==> config.mk <==
export PLATFORM = sky130hd
export DESIGN_NAME = mac_rx_top
export DESIGN_NICKNAME = d
export VERILOG_FILES = /design/src/design/mac_rx_pkg.sv /design/src/design/mac_rx_top.sv /design/src/design/rx_crc32_check.sv /design/src/design/rx_frame_ctrl.sv /design/src/design/rx_stream_out.sv
export SDC_FILE = /design/constraint.sdc
export NUM_CORES = 1
export LEC_CHECK = 0
export ABC_AREA = 1
export BUFFER_PORTS_ARGS = -buffer_cell sky130_fd_sc_hd__buf_2
export CORE_MARGIN = 2
export CORE_UTILIZATION = 50
export DETAILED_ROUTE_END_ITERATION = 8
export GPL_TIMING_DRIVEN = 1
export PLACE_DENSITY = 0.68
export SLEW_MARGIN = 20
export SYNTH_ARGS = -nofsm -noshare
export SYNTH_HDL_FRONTEND = slang
export SYNTH_SLANG_ARGS = --single-unit
export TNS_END_PERCENT = 100
==> constraint.sdc <==
create_clock -name mac_rx_clk -period 2.5 [get_ports mac_rx_clk]
set_input_delay 0 -clock mac_rx_clk [delete_from_list [all_inputs] [get_ports mac_rx_clk]]
set_output_delay 0 -clock mac_rx_clk [all_outputs]
set_load 0.02 [all_outputs]
==> src/design/mac_rx_pkg.sv <==
// shared types and constants for the byte-level RGMII receive MAC
// rgmii_rx_t holds one already-captured DDR pair, so no io timing is modelled here
// crc constants assume the reflected CRC-32 used by 802.3, lsb first on the wire
package mac_rx_pkg;

    // ------------------------------------------------------------------------
    // widths
    // ------------------------------------------------------------------------
    typedef logic [7:0]  byte_t;        // one octet
    typedef logic [15:0] frame_cnt_t;   // byte index within a frame
    typedef logic [31:0] crc_t;         // crc shift register

    // one mac_rx_clk cycle as captured from the phy
    typedef struct packed {
        byte_t data;                    // rxd, both nibbles
        logic  ctl_rise;                // rx_dv
        logic  ctl_fall;                // rx_dv ^ rx_er
    } rgmii_rx_t;

    // payload beat, preamble already stripped
    typedef struct packed {
        byte_t data;
        logic  valid;                   // one-cycle strobe, no handshake
        logic  first;                   // first byte after sfd
        logic  last;                    // final byte, fcs included
        logic  err;                     // rx_er seen on this byte
    } rx_beat_t;

    // user-side stream
    typedef struct packed {
        byte_t data;
        logic  valid;
        logic  sof;
        logic  eof;
    } mac_rx_stream_t;

    // ------------------------------------------------------------------------
    // in-band status, sent by the phy in the interframe gap
    // ------------------------------------------------------------------------
    typedef enum logic [1:0] {
        SPEED_10M  = 2'b00,             // rxc at 2.5 MHz
        SPEED_100M = 2'b01,             // rxc at 25 MHz
        SPEED_1G   = 2'b10              // rxc at 125 MHz
    } link_speed_e;

    typedef struct packed {
        logic        link_up;
        link_speed_e speed;
        logic        full_duplex;
    } link_status_t;

    // ------------------------------------------------------------------------
    // framing and fcs
    // ------------------------------------------------------------------------
    localparam int   PREAMBLE_LEN  = 8;              // 7 x 0x55 + sfd
    localparam crc_t CRC_INIT      = '1;
    localparam crc_t CRC_POLY_REFL = 32'hEDB88320;   // 0x04C11DB7 bit-reversed
    localparam crc_t CRC_RESIDUE   = 32'hC704DD7B;   // good frame, msb-first form

endpackage

==> src/design/mac_rx_top.sv <==
// receive half of an RGMII MAC at byte level, one clock domain (mac_rx_clk)
// no back-pressure: the user side must take every beat as it comes
// OUT_PIPE_DEPTH must stay in 1..16
`timescale 1ns/1ps

module mac_rx_top #(
    parameter int OUT_PIPE_DEPTH = 5    // output delay line length
) (
    input  logic                        mac_rx_clk,
    input  logic                        rst_n_i,

    // phy side, one captured ddr pair per cycle
    input  mac_rx_pkg::rgmii_rx_t       rgmii_rx_i,

    // user side
    output mac_rx_pkg::mac_rx_stream_t  mac_rx_o,
    output logic                        fr_good_o,      // fcs ok, with eof
    output logic                        fr_err_o,       // rx_er in frame, with eof
    output mac_rx_pkg::link_status_t    link_status_o   // in-band phy status
);
    import mac_rx_pkg::*;

    // ------------------------------------------------------------------------
    // internal wiring
    // ------------------------------------------------------------------------
    rx_beat_t beat;         // stripped payload, to crc and output stage
    logic     fcs_ok;       // level, valid from 1 edge after last beat

    // preamble/sfd strip, er decode, gap status
    rx_frame_ctrl u_frame_ctrl (
        .mac_rx_clk    (mac_rx_clk),
        .rst_n_i       (rst_n_i),
        .rgmii_rx_i    (rgmii_rx_i),
        .beat_o        (beat),
        .link_status_o (link_status_o)
    );

    // running crc over payload + fcs
    rx_crc32_check u_crc32_check (
        .mac_rx_clk (mac_rx_clk),
        .rst_n_i    (rst_n_i),
        .beat_i     (beat),
        .fcs_ok_o   (fcs_ok)
    );

    // delay line, verdicts meet eof here
    rx_stream_out #(
        .OUT_PIPE_DEPTH (OUT_PIPE_DEPTH)
    ) u_stream_out (
        .mac_rx_clk (mac_rx_clk),
        .rst_n_i    (rst_n_i),
        .beat_i     (beat),
        .fcs_ok_i   (fcs_ok),
        .mac_rx_o   (mac_rx_o),
        .fr_good_o  (fr_good_o),
        .fr_err_o   (fr_err_o)
    );

endmodule

==> src/design/rx_crc32_check.sv <==
// CRC-32 residue check, byte-wise, over every payload beat including the fcs
// fcs_ok_o updates 1 edge after the last beat and holds until the next first beat
`timescale 1ns/1ps

module rx_crc32_check (
    input  logic                  mac_rx_clk,
    input  logic                  rst_n_i,
    input  mac_rx_pkg::rx_beat_t  beat_i,
    output logic                  fcs_ok_o
);
    import mac_rx_pkg::*;

    crc_t crc_q;        // running register, reflected form
    crc_t crc_seed;
    crc_t crc_nxt;

    // ------------------------------------------------------------------------
    // one byte through the reflected lfsr, lsb first
    // ------------------------------------------------------------------------
    function automatic crc_t crc32_byte(input crc_t crc_in, input byte_t d);
        crc_t c;
        c = crc_in ^ {24'h0, d};
        for (int b = 0; b < 8; b++) begin
            c = c[0] ? ((c >> 1) ^ CRC_POLY_REFL) : (c >> 1);
        end
        return c;
    endfunction

    // residue constant is given msb first
    function automatic crc_t bit_rev(input crc_t c);
        crc_t r;
        for (int b = 0; b < 32; b++) begin
            r[b] = c[31-b];
        end
        return r;
    endfunction

    assign crc_seed = beat_i.first ? CRC_INIT : crc_q;    // restart per frame
    assign crc_nxt  = crc32_byte(crc_seed, beat_i.data);

    always_ff @(posedge mac_rx_clk) begin
        if (beat_i.valid) begin
            crc_q <= crc_nxt;
        end
    end

    // verdict, a single-byte frame is both first and last so last wins
    always_ff @(posedge mac_rx_clk or negedge rst_n_i) begin
        if (!rst_n_i) begin
            fcs_ok_o <= 1'b0;
        end else if (beat_i.valid && beat_i.last) begin
            fcs_ok_o <= (bit_rev(crc_nxt) == CRC_RESIDUE);
        end else if (beat_i.valid && beat_i.first) begin
            fcs_ok_o <= 1'b0;
        end
    end

endmodule

==> src/design/rx_frame_ctrl.sv <==
// frame controller: bytes 0..7 of every frame are taken as preamble + sfd, not checked
// beat_o is decoded from two registers, last needs one byte of lookahead
// carrier extension (ctl_rise low, ctl_fall high) is neither a frame nor a gap
`timescale 1ns/1ps

module rx_frame_ctrl (
    input  logic                      mac_rx_clk,
    input  logic                      rst_n_i,
    input  mac_rx_pkg::rgmii_rx_t     rgmii_rx_i,
    output mac_rx_pkg::rx_beat_t      beat_o,
    output mac_rx_pkg::link_status_t  link_status_o
);
    import mac_rx_pkg::*;

    // ------------------------------------------------------------------------
    // signals
    // ------------------------------------------------------------------------
    rgmii_rx_t    in_q;             // input register
    frame_cnt_t   cnt_q;            // index of the byte now in in_q
    logic         in_dv;
    logic         in_er;
    logic         in_gap;
    logic         in_payload;       // byte in in_q is past the sfd

    // lookahead stage, one byte behind in_q
    byte_t        la_data_q;
    logic         la_valid_q;
    logic         la_first_q;
    logic         la_err_q;

    link_status_t status_q;

    // ------------------------------------------------------------------------
    // input register
    // ------------------------------------------------------------------------
    always_ff @(posedge mac_rx_clk or negedge rst_n_i) begin
        if (!rst_n_i) begin
            in_q <= '0;             // idle gap
        end else begin
            in_q <= rgmii_rx_i;
        end
    end

    assign in_dv  = in_q.ctl_rise;
    assign in_er  = in_q.ctl_rise & ~in_q.ctl_fall;    // dv=1, er=1
    assign in_gap = ~in_q.ctl_rise & ~in_q.ctl_fall;   // dv=0, er=0

    // ------------------------------------------------------------------------
    // byte counter, cleared whenever dv is low
    // ------------------------------------------------------------------------
    always_ff @(posedge mac_rx_clk or negedge rst_n_i) begin
        if (!rst_n_i) begin
            cnt_q <= '0;
        end else if (!in_dv) begin
            cnt_q <= '0;
        end else if (cnt_q != '1) begin
            cnt_q <= cnt_q + 1'b1;  // saturates on very long frames
        end
    end

    assign in_payload = in_dv && (cnt_q >= frame_cnt_t'(PREAMBLE_LEN));

    // ------------------------------------------------------------------------
    // lookahead stage
    // ------------------------------------------------------------------------
    always_ff @(posedge mac_rx_clk or negedge rst_n_i) begin
        if (!rst_n_i) begin
            la_valid_q <= 1'b0;
            la_first_q <= 1'b0;
            la_err_q   <= 1'b0;
        end else begin
            la_valid_q <= in_payload;
            la_first_q <= in_dv && (cnt_q == frame_cnt_t'(PREAMBLE_LEN));
            la_err_q   <= in_er;
        end
    end

    always_ff @(posedge mac_rx_clk) begin
        la_data_q <= in_q.data;
    end

    // in_q already holds the following byte, so dv low there marks last
    always_comb begin
        beat_o.data  = la_data_q;
        beat_o.valid = la_valid_q;
        beat_o.first = la_first_q;
        beat_o.last  = la_valid_q & ~in_dv;
        beat_o.err   = la_valid_q & la_err_q;
    end

    // ------------------------------------------------------------------------
    // in-band status: low nibble of rxd while the line is idle
    //   bit 0 link, bits 2:1 speed, bit 3 duplex
    // ------------------------------------------------------------------------
    always_ff @(posedge mac_rx_clk or negedge rst_n_i) begin
        if (!rst_n_i) begin
            status_q <= '0;
        end else if (in_gap) begin
            status_q <= '{link_up:     in_q.data[0],
                          speed:       link_speed_e'(in_q.data[2:1]),
                          full_duplex: in_q.data[3]};
        end
    end

    assign link_status_o = status_q;

endmodule

==> src/design/rx_stream_out.sv <==
// output delay line, OUT_PIPE_DEPTH stages (1..16), several frames may be in flight
// per-frame verdicts ride along with the last beat and leave with eof
`timescale 1ns/1ps

module rx_stream_out #(
    parameter int OUT_PIPE_DEPTH = 5
) (
    input  logic                        mac_rx_clk,
    input  logic                        rst_n_i,
    input  mac_rx_pkg::rx_beat_t        beat_i,
    input  logic                        fcs_ok_i,   // valid 1 edge after last beat
    output mac_rx_pkg::mac_rx_stream_t  mac_rx_o,
    output logic                        fr_good_o,
    output logic                        fr_err_o
);
    import mac_rx_pkg::*;

    localparam int LAST = OUT_PIPE_DEPTH - 1;

    // control bits of one stage
    typedef struct packed {
        logic valid;
        logic sof;
        logic eof;
        logic err;          // sticky frame error, only set with eof
        logic good;         // fcs verdict, joins from stage 1 on
    } pipe_ctl_t;

    byte_t     data_q [OUT_PIPE_DEPTH];
    pipe_ctl_t ctl_q  [OUT_PIPE_DEPTH];
    logic      err_acc_q;   // any er so far in the current frame
    logic      frame_err;

    // ------------------------------------------------------------------------
    // sticky error at the input end
    // ------------------------------------------------------------------------
    assign frame_err = beat_i.err | (err_acc_q & ~beat_i.first);

    always_ff @(posedge mac_rx_clk or negedge rst_n_i) begin
        if (!rst_n_i) begin
            err_acc_q <= 1'b0;
        end else if (beat_i.valid) begin
            err_acc_q <= frame_err & ~beat_i.last;  // cleared after each frame
        end
    end

    // ------------------------------------------------------------------------
    // delay line
    // ------------------------------------------------------------------------
    always_ff @(posedge mac_rx_clk) begin
        data_q[0] <= beat_i.data;
        for (int i = 1; i < OUT_PIPE_DEPTH; i++) begin
            data_q[i] <= data_q[i-1];
        end
    end

    always_ff @(posedge mac_rx_clk or negedge rst_n_i) begin
        if (!rst_n_i) begin
            for (int i = 0; i < OUT_PIPE_DEPTH; i++) begin
                ctl_q[i] <= '0;
            end
        end else begin
            ctl_q[0] <= '{valid: beat_i.valid,
                          sof:   beat_i.valid & beat_i.first,
                          eof:   beat_i.valid & beat_i.last,
                          err:   beat_i.valid & beat_i.last & frame_err,
                          good:  1'b0};
            for (int i = 1; i < OUT_PIPE_DEPTH; i++) begin
                ctl_q[i] <= ctl_q[i-1];
                if (i == 1) begin
                    ctl_q[i].good <= fcs_ok_i & ctl_q[0].eof;   // crc settles here
                end
            end
        end
    end

    // ------------------------------------------------------------------------
    // outputs
    // ------------------------------------------------------------------------
    always_comb begin
        mac_rx_o.data  = data_q[LAST];
        mac_rx_o.valid = ctl_q[LAST].valid;
        mac_rx_o.sof   = ctl_q[LAST].sof;
        mac_rx_o.eof   = ctl_q[LAST].eof;
    end

    // single stage: the verdict is still on fcs_ok_i when eof leaves
    assign fr_good_o = (OUT_PIPE_DEPTH == 1) ? (ctl_q[LAST].eof & fcs_ok_i)
                                             : ctl_q[LAST].good;
    assign fr_err_o  = ctl_q[LAST].err;

endmodule

==> run metrics <==
Die X 111 µm; Final Hold Vio Count 0; io pins 29; antenna viol nets, final 0; fmax 0.442 GHz; Final Skew 0.0108 ns; ANT cells 0; status finished, final reports clean; CP startpoint kind register; CP endpoint u_crc32_check.fcs_ok_o$_DFFE_PN0P_; Max Cap Viol 0; register area share after synthesis 59.2%; Non-Filler Instances 865; Worst VDD drop 0.937 mV; Crit Path Class register to register; area post-placement 6070 µm²; routed vias 4398; final hold slack 0.220 ns; CTS Buffer Depth 2; DR WL/cell 14.9 µm; DRT Wirelength 12900 µm; Slew headroom 50.2%; Post-synth EDFFs 32; Synth cell types 36; fin crit period 2.26 ns; net count after synthesis 660; ys flop type dfrtp_1; Critical path origin u_frame_ctrl.la_first_q$_DFF_PN0_; Worst Reg-to-Reg Cells 17; Die Ht 111 µm; hpwl dp 8920 µm; core area 11300 µm²; area of the multi-input gates 1970 µm²; critical path data required time 2.87 ns; root buf cell clkbuf_16; gr ovfl total 0; yosys warns 0; Gate Count Post-Synth 645; Final Cycle Share 90.6%; flops & latches, synth 139; initial antenna violation count 0; CP endpoint kind register; Layout Area Growth over Synthesis 18.4%; Worst Path Max Fanout 8; WP data arrival 2.63 ns; Die Area 12300 µm²; ys async rst share 42.4%; final slew viol count 0; number of global-route vias before repair 4262; slew of the pin with the lowest slew margin 0.746 ns; htree depth 4; Cell Rows 39; CTS buffer count 17; type of the most critical hold path input port to register; Placed Cells 818; register clock-pin slew on the reported worst setup and hold paths 0.06 ns; 1st-pass router iterations 5; post-route cell area 6790 µm²; RR Startpoint u_frame_ctrl.la_first_q$_DFF_PN0_; r2r endpoint u_crc32_check.fcs_ok_o$_DFFE_PN0P_; starting density of the core 50.7%; count of final setup violators 0; share of layout cells above drive strength 1 16.9%; total global routing track utilization 22.2%; CTS tree done; Static Leak 0.00341 µW; setup slack, reg-to-reg 0.24 ns; Fill cells 990; RSZ-0062 raised after global routing false; Iter 0 DRT Violations 347; Mapped Area 5740 µm²; RD Place Congestion 0.928; sequential cell area 3400 µm²; first-pass GRT wire length 20900 µm; TNS Setup 0 ns; Total Nets Final 724; largest net degree at the start of global routing 60; Avg Cell Area, Syn 8.90 µm²; I/O Buffers 28; drt drc 0; clk sinks 139; clk_lat worst skew 0.43 ns; Power Density 750 nW/µm²; Vias/cell 5.08
sequential cells by signal, summed over array words and instances (netlist names), 3 cells and up:
name                        cells
u_crc32_check.crc_q            32
u_frame_ctrl.cnt_q             16
u_frame_ctrl.in_q               9
u_frame_ctrl.la_data_q          8
u_frame_ctrl.link_status_o      4
u_stream_out.ctl_q             19
u_stream_out.data_q            40
u_stream_out.mac_rx_o           3
synthesized netlist by cell type (3+ instances only):
cell        n  area [µm²]
nand4_1     5        31.3
mux2_2      4        45.0
nand2_2    20         125
nor3_1      9        45.0
o21ai_0     9        45.0
xor2_1      9        78.8
or2_2       3        18.8
inv_1      75         282
nand2_1   209         785
ha_1        3        37.5
nand3b_1    9        67.6
dfxtp_1    48         961
dfrtp_1    59        1480
nand2_4     3        33.8
edfxtp_1   32         961
nor2_1     54         203
o21ai_1     3        15.0
buf_4       5        37.5
nand3_1    40         200
a21oi_1    10        50.1
inv_2      12        45.0
xnor2_1     5        43.8
placed cells by master (no fill, tap or decap), drive strengths merged, types with 9 or more instances in the layout:
master,synthesis,final
edfxtp,32,32
inv,87,93
nand3,40,40
o21ai,13,13
buf,9,43
dfxtp,48,48
dlygate4sd3,0,11
nand2,232,232
nor3,9,9
dfrtp,59,59
a21oi,10,10
xor2,10,10
nand3b,9,9
clkbuf,1,21
nor2,55,55
how the worst min path moves through the flow:
stage                     cells after the start  slack [ns]                                 end     startpoint
after global routing                          2        0.22        u_frame_ctrl.in_dv$_DFF_PN0_  rgmii_rx_i[1]
after detailed placement                      1        0.11        u_frame_ctrl.in_dv$_DFF_PN0_  rgmii_rx_i[1]
after global placement                        1        0.11        u_frame_ctrl.in_dv$_DFF_PN0_  rgmii_rx_i[1]
after floorplan                               0       -0.30  u_crc32_check.fcs_ok_o$_DFFE_PN0P_        rst_n_i
after CTS                                     2        0.20      u_frame_ctrl.in_q[0]$_DFF_PN0_  rgmii_rx_i[0]
final                                         2        0.22        u_frame_ctrl.in_dv$_DFF_PN0_  rgmii_rx_i[1]
routing by layer:
metal  up-vias  share of wire, %  GRT usage (%)
li1       2148                 -              -
met4         0               2.2           9.47
met5         -                 0              0
met2       140                48           35.8
met1      2086                44           27.7
met3        24               6.3           6.89
timing repair:
action / in CTS / in global routing
buffers inserted: 0 / 4
endpoints found under the hold margin: 69 / 0
cloned: 0 / 0
pin swaps: 0 / 1
resized for setup: 1 / 7
setup endpoints to repair: 1 / 1
hold buffers: 11 / 0
cell families (layout without fill, tap and decap cells):
family / Yosys count / count (layout) / synth area share, %
and+or+nand+nor: 358 / 358 / 27.1
DFF: 139 / 139 / 59.2
buffers and inverters: 97 / 174 / 6.98
AOI/OAI and AO/OA: 29 / 29 / 2.86
xor gates and xnor gates: 15 / 15 / 2.42
muxes: 4 / 4 / 0.785
adders and majority gates: 3 / 3 / 0.654
power by group:
group	leakage, µW	internal, µW	switching [µW]
clock network	0.000275	1360	964
registers	0.00148	2380	26.4
logic	0.00166	122	246
total	0.00341	3860	1240
metrics by stage:
step	utilization [%]	total power, µW	setup WS, ns
2_1_floorplan	-	2670	0.415
3_3_place_gp	53.6	2790	0.00832
3_5_place_dp	53.6	2800	-0.0248
4_1_cts	59.5	5140	0.0783
5_1_grt	60.0	5290	0.000581
6_report	60.0	5100	0.235
critical path: stages, from the launching register on:
cell and delay [ns]:
dfrtp_2 0.45, clkbuf_2 0.17, nor2_1 0.15, nand2_1 0.08, nand2_2 0.16, nand2_2 0.12
nand2_4 0.07, buf_4 0.17, nand2_1 0.09, nand2_2 0.12, nand2_1 0.06, nand2_1 0.11
nand2_1 0.07, nor2_1 0.11, nand2_1 0.06, nor2_1 0.09, nand2_1 0.05, nand2_1 0.05
layout make-up:
| cell class | instances | share of cell area (%) |
|---|---|---|
| Clock buffer | 20 | 6.89 |
| Clock inverter | 12 | 1.23 |
| Inverter | 87 | 4.84 |
| Multi-Input combinational cell | 409 | 29.0 |
| Sequential cell | 139 | 50.0 |
| Tap cell | 143 | 2.63 |
| Timing Repair Buffer | 55 | 5.41 |
No activity file was read; power rests on OpenSTA's default activity.
